## config.mk

```make
export PLATFORM = sky130hd
export DESIGN_NAME = ex_core
export DESIGN_NICKNAME = d
export VERILOG_FILES = /design/src/hw/rv_pkg.sv /design/src/hw/id_ex_if.sv /design/src/hw/reg_file.sv /design/src/hw/idu.sv /design/src/hw/alu.sv /design/src/hw/exu.sv /design/src/hw/ex_core.sv
export SDC_FILE = /design/constraint.sdc
export NUM_CORES = 2
export LEC_CHECK = 0
export BUFFER_PORTS_ARGS = -buffer_cell sky130_fd_sc_hd__buf_2
export CAP_MARGIN = 5
export CORE_MARGIN = 3
export CORE_UTILIZATION = 55
export CTS_CLUSTER_DIAMETER = 50
export DETAILED_ROUTE_END_ITERATION = 12
export GPL_TIMING_DRIVEN = 0
export PLACE_DENSITY = 0.71
export SETUP_SLACK_MARGIN = 0.15
export SYNTH_ARGS = -nofsm -noshare
export SYNTH_HDL_FRONTEND = slang
export SYNTH_HIERARCHICAL = 1
export SYNTH_SLANG_ARGS = --single-unit
```

## constraint.sdc

```tcl
create_clock -name clk -period 6.5 [get_ports clk]
set_input_delay 0.65 -clock clk [delete_from_list [all_inputs] [get_ports clk]]
set_output_delay 0.65 -clock clk [all_outputs]
set_load 0.02 [all_outputs]
```

## src/hw/rv_pkg.sv

```systemverilog
package rv_pkg;

    localparam int xlen = 32;
    localparam int reg_addr_w = 5;

    typedef enum logic [6:0] {
        op_reg   = 7'b0110011,
        op_imm   = 7'b0010011,
        op_lui   = 7'b0110111,
        op_auipc = 7'b0010111
    } opcode_e;

    typedef enum logic [3:0] {
        alu_add  = 4'd0,
        alu_sub  = 4'd1,
        alu_sll  = 4'd2,
        alu_slt  = 4'd3,
        alu_sltu = 4'd4,
        alu_xor  = 4'd5,
        alu_srl  = 4'd6,
        alu_sra  = 4'd7,
        alu_or   = 4'd8,
        alu_and  = 4'd9
    } alu_op_e;

    // Immediate payload is inst[31:12], so the I field sits at bits 19:8
    typedef enum logic [1:0] {
        imm_i12  = 2'd0,
        imm_u20  = 2'd1,
        imm_sh5  = 2'd2,
        imm_none = 2'd3
    } imm_kind_e;

    typedef enum logic [1:0] {
        src1_rs1  = 2'd0,
        src1_pc   = 2'd1,
        src1_zero = 2'd2
    } src1_sel_e;

    typedef enum logic {
        src2_imm = 1'b0,
        src2_rs2 = 1'b1
    } src2_sel_e;

endpackage

```

## src/hw/id_ex_if.sv

```systemverilog
interface id_ex_if #(
    parameter int data_w = rv_pkg::xlen,
    parameter int addr_w = rv_pkg::reg_addr_w
);
    import rv_pkg::*;

    logic              valid;
    logic              ready;
    logic [data_w-1:0] pc;
    logic [data_w-1:0] inst;
    logic [data_w-1:0] rs1_value;
    logic [data_w-1:0] rs2_value;
    logic [data_w-1:0] imm;       // Raw inst[31:12], right-aligned
    imm_kind_e         imm_kind;
    alu_op_e           alu_op;
    src1_sel_e         src1_sel;
    src2_sel_e         src2_sel;
    logic [addr_w-1:0] rd;
    logic              rd_wen;

    modport decode (
        output valid, pc, inst, rs1_value, rs2_value, imm, imm_kind,
               alu_op, src1_sel, src2_sel, rd, rd_wen,
        input  ready
    );

    modport execute (
        input  valid, pc, inst, rs1_value, rs2_value, imm, imm_kind,
               alu_op, src1_sel, src2_sel, rd, rd_wen,
        output ready
    );

endinterface

```

## src/hw/reg_file.sv

```systemverilog
module reg_file #(
    parameter int data_w = rv_pkg::xlen,
    parameter int addr_w = rv_pkg::reg_addr_w
) (
    input  logic              clk,
    input  logic              rst_n,
    input  logic [addr_w-1:0] rs1_addr,
    input  logic [addr_w-1:0] rs2_addr,
    output logic [data_w-1:0] rs1_data,
    output logic [data_w-1:0] rs2_data,
    input  logic              wr_en,
    input  logic [addr_w-1:0] wr_addr,
    input  logic [data_w-1:0] wr_data
);
    localparam int nregs = 2 ** addr_w;

    logic [data_w-1:0] regs [1:nregs-1];   // x0 has no storage

    always_ff @(posedge clk) begin
        if (!rst_n) begin
            for (int i = 1; i < nregs; i++) begin
                regs[i] <= '0;
            end
        end else if (wr_en && wr_addr != '0) begin
            regs[wr_addr] <= wr_data;
        end
    end

    assign rs1_data = (rs1_addr == '0) ? '0 : regs[rs1_addr];
    assign rs2_data = (rs2_addr == '0) ? '0 : regs[rs2_addr];

    a_wr_data_known: assert property (
        @(posedge clk) disable iff (!rst_n)
        wr_en |-> !$isunknown(wr_data)
    );

endmodule

```

## src/hw/idu.sv

```systemverilog
module idu #(
    parameter int data_w = rv_pkg::xlen,
    parameter int addr_w = rv_pkg::reg_addr_w
) (
    input  logic              clk,
    input  logic              rst_n,
    input  logic              in_valid,
    output logic              in_ready,
    input  logic [data_w-1:0] in_pc,
    input  logic [data_w-1:0] in_inst,
    output logic [addr_w-1:0] rs1_addr,
    output logic [addr_w-1:0] rs2_addr,
    input  logic [data_w-1:0] rs1_data,
    input  logic [data_w-1:0] rs2_data,
    input  logic              fwd_valid,
    input  logic [addr_w-1:0] fwd_rd,
    input  logic [data_w-1:0] fwd_value,
    id_ex_if.decode           dec
);
    import rv_pkg::*;

    opcode_e           opcode;
    logic [2:0]        funct3;
    logic              funct7_alt;
    logic [addr_w-1:0] rd;
    logic              known;

    function automatic alu_op_e alu_decode(input logic [2:0] f3, input logic alt,
                                           input logic is_reg);
        case (f3)
            3'b000:  alu_decode = (alt && is_reg) ? alu_sub : alu_add;   // SUB exists only in OP
            3'b001:  alu_decode = alu_sll;
            3'b010:  alu_decode = alu_slt;
            3'b011:  alu_decode = alu_sltu;
            3'b100:  alu_decode = alu_xor;
            3'b101:  alu_decode = alt ? alu_sra : alu_srl;
            3'b110:  alu_decode = alu_or;
            default: alu_decode = alu_and;
        endcase
    endfunction

    assign opcode     = opcode_e'(in_inst[6:0]);
    assign funct3     = in_inst[14:12];
    assign funct7_alt = in_inst[30];
    assign rd         = in_inst[7 +: addr_w];
    assign rs1_addr   = in_inst[15 +: addr_w];
    assign rs2_addr   = in_inst[20 +: addr_w];

    always_comb begin
        known        = 1'b1;
        dec.alu_op   = alu_add;
        dec.imm_kind = imm_none;
        dec.src1_sel = src1_rs1;
        dec.src2_sel = src2_rs2;
        case (opcode)
            op_lui: begin
                dec.imm_kind = imm_u20;
                dec.src1_sel = src1_zero;
                dec.src2_sel = src2_imm;
            end
            op_auipc: begin
                dec.imm_kind = imm_u20;
                dec.src1_sel = src1_pc;
                dec.src2_sel = src2_imm;
            end
            op_imm: begin
                dec.alu_op   = alu_decode(funct3, funct7_alt, 1'b0);
                dec.imm_kind = (funct3[1:0] == 2'b01) ? imm_sh5 : imm_i12;
                dec.src2_sel = src2_imm;
            end
            op_reg: begin
                dec.alu_op = alu_decode(funct3, funct7_alt, 1'b1);
            end
            default: known = 1'b0;    // Unknown opcode becomes a no-op
        endcase
    end

    // Newest value sits in the execute register until it is written back
    assign dec.rs1_value = (rs1_addr != '0 && fwd_valid && fwd_rd == rs1_addr) ?
                           fwd_value : rs1_data;
    assign dec.rs2_value = (rs2_addr != '0 && fwd_valid && fwd_rd == rs2_addr) ?
                           fwd_value : rs2_data;

    assign dec.valid  = in_valid;
    assign in_ready   = dec.ready;
    assign dec.pc     = in_pc;
    assign dec.inst   = in_inst;
    assign dec.imm    = {{(data_w-20){1'b0}}, in_inst[31:12]};
    assign dec.rd     = rd;
    assign dec.rd_wen = known && rd != '0;

    a_in_hold: assert property (
        @(posedge clk) disable iff (!rst_n)
        in_valid && !in_ready |=> in_valid && $stable(in_inst) && $stable(in_pc)
    );

endmodule

```

## src/hw/alu.sv

```systemverilog
module alu #(
    parameter int data_w = rv_pkg::xlen
) (
    input  logic [data_w-1:0] a,
    input  logic [data_w-1:0] b,
    input  rv_pkg::alu_op_e   op,
    output logic [data_w-1:0] res
);
    import rv_pkg::*;

    localparam int sh_w = $clog2(data_w);

    logic [sh_w-1:0] shamt;
    logic            lt_signed;
    logic            lt_unsigned;

    assign shamt       = b[sh_w-1:0];
    assign lt_signed   = $signed(a) < $signed(b);
    assign lt_unsigned = a < b;

    always_comb begin
        case (op)
            alu_add:  res = a + b;
            alu_sub:  res = a - b;
            alu_sll:  res = a << shamt;
            alu_slt:  res = {{(data_w-1){1'b0}}, lt_signed};
            alu_sltu: res = {{(data_w-1){1'b0}}, lt_unsigned};
            alu_xor:  res = a ^ b;
            alu_srl:  res = a >> shamt;
            alu_sra:  res = $unsigned($signed(a) >>> shamt);
            alu_or:   res = a | b;
            alu_and:  res = a & b;
            default:  res = '0;
        endcase
    end

endmodule

```

## src/hw/exu.sv

```systemverilog
module exu #(
    parameter int data_w = rv_pkg::xlen,
    parameter int addr_w = rv_pkg::reg_addr_w
) (
    input  logic              clk,
    input  logic              rst_n,
    input  logic              flush,
    id_ex_if.execute          dec,
    output logic              out_valid,
    input  logic              out_ready,
    output logic [data_w-1:0] out_pc,
    output logic [data_w-1:0] out_inst,
    output logic [data_w-1:0] out_value,
    output logic [addr_w-1:0] out_rd,
    output logic              out_wen,
    output logic              wr_en,
    output logic [addr_w-1:0] wr_addr,
    output logic [data_w-1:0] wr_data,
    output logic              fwd_valid,
    output logic [addr_w-1:0] fwd_rd,
    output logic [data_w-1:0] fwd_value
);
    import rv_pkg::*;

    logic              in_xfer;
    logic [data_w-1:0] pc_q;
    logic [data_w-1:0] inst_q;
    logic [data_w-1:0] rs1_q;
    logic [data_w-1:0] rs2_q;
    logic [data_w-1:0] imm_q;
    imm_kind_e         imm_kind_q;
    alu_op_e           alu_op_q;
    src1_sel_e         src1_sel_q;
    src2_sel_e         src2_sel_q;
    logic [addr_w-1:0] rd_q;
    logic              wen_q;
    logic [data_w-1:0] imm_val;
    logic [data_w-1:0] op_a;
    logic [data_w-1:0] op_b;
    logic [data_w-1:0] alu_res;

    assign dec.ready = out_ready;           // Stage only advances when downstream takes
    assign in_xfer   = dec.valid && dec.ready;

    always_ff @(posedge clk) begin
        if (!rst_n) begin
            out_valid <= 1'b0;
            wen_q     <= 1'b0;
        end else if (out_ready) begin
            out_valid <= dec.valid && !flush;
            if (in_xfer) begin
                wen_q <= dec.rd_wen && !flush;
            end
        end
    end

    always_ff @(posedge clk) begin
        if (!rst_n) begin
            pc_q       <= '0;
            inst_q     <= '0;
            rs1_q      <= '0;
            rs2_q      <= '0;
            imm_q      <= '0;
            imm_kind_q <= imm_i12;
            alu_op_q   <= alu_add;
            src1_sel_q <= src1_rs1;
            src2_sel_q <= src2_imm;
            rd_q       <= '0;
        end else if (in_xfer) begin
            pc_q       <= dec.pc;
            inst_q     <= dec.inst;
            rs1_q      <= dec.rs1_value;
            rs2_q      <= dec.rs2_value;
            imm_q      <= dec.imm;
            imm_kind_q <= dec.imm_kind;
            alu_op_q   <= dec.alu_op;
            src1_sel_q <= dec.src1_sel;
            src2_sel_q <= dec.src2_sel;
            rd_q       <= dec.rd;
        end
    end

    always_comb begin
        case (imm_kind_q)
            imm_i12: imm_val = {{(data_w-12){imm_q[19]}}, imm_q[19:8]};
            imm_u20: imm_val = imm_q << 12;
            imm_sh5: imm_val = {{(data_w-5){1'b0}}, imm_q[12:8]};
            default: imm_val = '0;
        endcase
    end

    always_comb begin
        case (src1_sel_q)
            src1_rs1: op_a = rs1_q;
            src1_pc:  op_a = pc_q;
            default:  op_a = '0;
        endcase
    end

    assign op_b = (src2_sel_q == src2_rs2) ? rs2_q : imm_val;

    alu #(
        .data_w(data_w)
    ) u_alu (
        .a  (op_a),
        .b  (op_b),
        .op (alu_op_q),
        .res(alu_res)
    );

    assign out_pc    = pc_q;
    assign out_inst  = inst_q;
    assign out_value = alu_res;
    assign out_rd    = rd_q;
    assign out_wen   = wen_q;

    assign wr_en     = out_valid && out_ready && out_wen;
    assign wr_addr   = rd_q;
    assign wr_data   = alu_res;

    assign fwd_valid = out_valid && out_wen;
    assign fwd_rd    = rd_q;
    assign fwd_value = alu_res;

    a_hold_stable: assert property (
        @(posedge clk) disable iff (!rst_n)
        out_valid && !out_ready |=> out_valid && $stable(out_value) && $stable(out_rd)
    );

    // The decoder never lets a write target x0
    a_no_x0_write: assert property (
        @(posedge clk) disable iff (!rst_n)
        wr_en |-> wr_addr != '0
    );

endmodule

```

## src/hw/ex_core.sv

```systemverilog
module ex_core #(
    parameter int data_w = rv_pkg::xlen,
    parameter int addr_w = rv_pkg::reg_addr_w
) (
    input  logic              clk,
    input  logic              rst_n,
    input  logic              in_valid,
    output logic              in_ready,
    input  logic [data_w-1:0] in_pc,
    input  logic [data_w-1:0] in_inst,
    input  logic              flush,
    output logic              out_valid,
    input  logic              out_ready,
    output logic [data_w-1:0] out_pc,
    output logic [data_w-1:0] out_inst,
    output logic [addr_w-1:0] out_rd,
    output logic              out_wen,
    output logic [data_w-1:0] out_value
);
    logic [addr_w-1:0] rs1_addr;
    logic [addr_w-1:0] rs2_addr;
    logic [data_w-1:0] rs1_data;
    logic [data_w-1:0] rs2_data;
    logic              wr_en;
    logic [addr_w-1:0] wr_addr;
    logic [data_w-1:0] wr_data;
    logic              fwd_valid;
    logic [addr_w-1:0] fwd_rd;
    logic [data_w-1:0] fwd_value;

    id_ex_if #(.data_w(data_w), .addr_w(addr_w)) u_id_ex ();

    idu #(.data_w(data_w), .addr_w(addr_w)) u_idu (
        .clk, .rst_n, .in_valid, .in_ready, .in_pc, .in_inst,
        .rs1_addr, .rs2_addr, .rs1_data, .rs2_data,
        .fwd_valid, .fwd_rd, .fwd_value,
        .dec(u_id_ex.decode)
    );

    reg_file #(.data_w(data_w), .addr_w(addr_w)) u_reg_file (
        .clk, .rst_n, .rs1_addr, .rs2_addr, .rs1_data, .rs2_data,
        .wr_en, .wr_addr, .wr_data
    );

    exu #(.data_w(data_w), .addr_w(addr_w)) u_exu (
        .clk, .rst_n, .flush,
        .dec(u_id_ex.execute),
        .out_valid, .out_ready, .out_pc, .out_inst, .out_value, .out_rd, .out_wen,
        .wr_en, .wr_addr, .wr_data,
        .fwd_valid, .fwd_rd, .fwd_value
    );

endmodule

```

==> run_results.csv <==
group,metric,value,unit
floorplanning,die_w,371,um
synth,syn_avg_cell_area,12.3,um^2
cells_and_area,layout.nets,6519,
critical_path,setup.worst_path.start,"u_exu/src2_sel_q$_SDFFE_PN0P_",
global_routing,grt_pass1_vias,56000,
cells_and_area,final_common_cell,"edfxtp_1",
run_status,violations,"capacitance limit, slew limit",
placement,placed_cell_area,78200,um^2
cells_and_area,syn2layout_area_growth,14.2,%
global_routing,grt_max_degree,22,
cells_and_area,stdcell_area,83700,um^2
drt,via_per_inst,7.18,
drt,routedWlPerCell,40.1,um
global_routing,grt_pass1_wl,445,mm
cts,cts.sink_count,1188,
hold_path,hp-start,"in_inst[31]",
sta,fin_skew,37.7,ps
critical_path,worstPathRequired,5850,ps
synth,syn_inst,5942,
cells_and_area,layout_common_cells,"1024 x edfxtp_1, 1000 x and2_1, 499 x mux4_2",
power,ir_drop,0.279,mV
power,p_leak,30.9,nW
sta,fin_crit_sh,98.3,%
run_status,status,"finished, violations left",
cts,hold_buffers,0,
power,powerDensity,248,nW/um^2
critical_path,cp.arrival,5740,ps
drt,dr_total_vias,59000,
hold_path,holdPathStages,3,
critical_path,crit_fanout,10,
cells_and_area,final_cell_count_no_fill,8228,
drt,first_pass_iters,9,
drt,drt-initial-drc-count,9934,
placement,placed_cells,7938,
critical_path,path_class,"reg -> out",
cells_and_area,post_route_cells_drive_above_1_share,27.2,%
floorplanning,dieArea,138000,um^2
cts,cts_buffer_depth,3,
hold_path,worst_hold_path_type,"in -> reg",
synth,yosysWarnings,6,
floorplanning,pin_count,173,
floorplanning,die_h,371,um
hold_path,holdPathEnd,"u_exu/out_inst[31]$_SDFFE_PN0P_",
cells_and_area,fill_cells,10200,
critical_path,r2r_end,"u_reg_file/regs[13][31]$_SDFFCE_PN0P_",
sta,worst_slew_pin_slew,1670,ps
sta,clock.fmax,0.156,GHz
critical_path,endpoint_kind,"output pin",
critical_path,r2r_cells,19,
floorplanning,start_util,55.6,%
global_routing,antenna_found_initial,16,
global_routing,grt-ovfl-total,0,
sta,rsz0062_at_grt,"true",
sta,relSlewSlack,-12.1,%
drt,wl,330,mm
cts,clkSlewWorstSetupHoldPaths,60,ps
cts,cts_tree,"built",
floorplanning,coreArea,132000,um^2
sta,worst_slack,109,ps
floorplanning,core.rowCount,133,
sta,slew_viol_final,43,
global_routing,grt_use_total,47.5,%
cts,clock_latency,820,ps
sta,setup_violations,0,
cts,htree_num_levels,4,
critical_path,regToRegSetupSlack,580,ps
sta,hold_viol_final,0,
cts,cts_buffers,141,
drt,drc,0,
placement,dp_hpwl,240,mm
placement,pre_cts_slack,-1410,ps
placement,gp_congestion,1.09,
cts,clock_tree.root_cell,"clkbuf_16",
placement,io_buffers,132,
cells_and_area,seqCellArea,34000,um^2
flow_run,cap_viol_max_count,11,
critical_path,startpoint_type,"register",
critical_path,r2r_start,"u_exu/src2_sel_q$_SDFFE_PN0P_",
synth,netlist_area,73200,um^2
cells_and_area,multi_input_area,35700,um^2
sta,fin_crit,6390,ps
drt,postRouteAntennaNets,0,
-- final cells by class --
| cell class | count | share of cell area (%) |
|---|---|---|
| sequential | 1188 | 40.7 |
| timing repair buffer | 234 | 2.92 |
| buffer | 774 | 5.10 |
| clock buffer | 171 | 4.40 |
| multi-input combinational | 3917 | 42.7 |
| clock inverter | 84 | 1.10 |
| antenna | 12 | 0.0359 |
| inverter | 93 | 0.434 |
| tap | 1755 | 2.62 |
-- where the power goes --
group	switching, mW	internal, mW
clock	3.37	4.57
sequential	0.168	8.55
combinational	2.68	1.42
total	6.22	14.5
-- what timing repair did --
| action | in CTS | in global routing |
|---|---|---|
| resized for setup | 111 | 28 |
| setup buffers | 14 | 3 |
| pin swaps | 13 | 7 |
| setup endpoints to repair | 796 | 21 |
-- state kept, by name, summed over array words and instances, names as in the netlist, 2 cells and up --
signal,count
u_reg_file/regs,1024
u_exu/alu_op_q,4
u_exu/src1_sel_q,2
u_exu/imm_q,20
u_exu/out_pc,32
u_exu/imm_kind_q,2
u_exu/fwd_rd,5
u_exu/rs1_q,32
u_exu/out_inst,32
u_exu/rs2_q,32
-- metrics by stage --
stage          power (mW)  hold slack, ps  utilization (%)  TNS [ps]
2_1_floorplan        10.9             554                -         0
3_3_place_gp         12.5             503             57.8  -3174510
3_5_place_dp         12.6             509             59.4   -296530
4_1_cts              20.5            62.5             63.3         0
5_1_grt              21.1             105             63.5         0
6_report             20.8             102             63.5         0
-- worst max-delay path, cell delays in order, from the launching register on --
cell and delay (ps):
dfxtp_2 420, buf_6 190, nor2_4 70, a22o_2 310, buf_4 210, buf_4 210
buf_2 240, buf_2 270, o21ai_0 350, o21ai_0 280, mux2i_1 450, nand2_1 230
a311oi_1 670, o2111ai_1 180, a31oi_1 210, o311ai_2 140, buf_6 180, buf_4 140
buf_2 150
-- how the worst max path moves through the flow --
stage / slack, ps / cells past startpoint / end
2_1_floorplan: 1550 / 17 / out_value[28]
3_3_place_gp: -4030 / 19 / u_reg_file/regs[4][28]$_SDFFCE_PN0P_
3_5_place_dp: -1410 / 21 / u_reg_file/regs[21][31]$_SDFFCE_PN0P_
4_1_cts: 10 / 19 / out_value[31]
5_1_grt: 40 / 18 / out_value[31]
6_report: 110 / 18 / out_value[28]
-- layer usage --
| layer | vias up | global-route usage, % | wire length (um) |
|---|---|---|---|
| met5 | - | 0 | 71 |
| met4 | 6 | 41.3 | 37300 |
| met3 | 1491 | 17.2 | 47300 |
| met2 | 5468 | 69.1 | 141000 |
| met1 | 29000 | 55.4 | 104000 |
| li1 | 23100 | - | - |
Note: power is estimated with default switching activity, not from simulation.
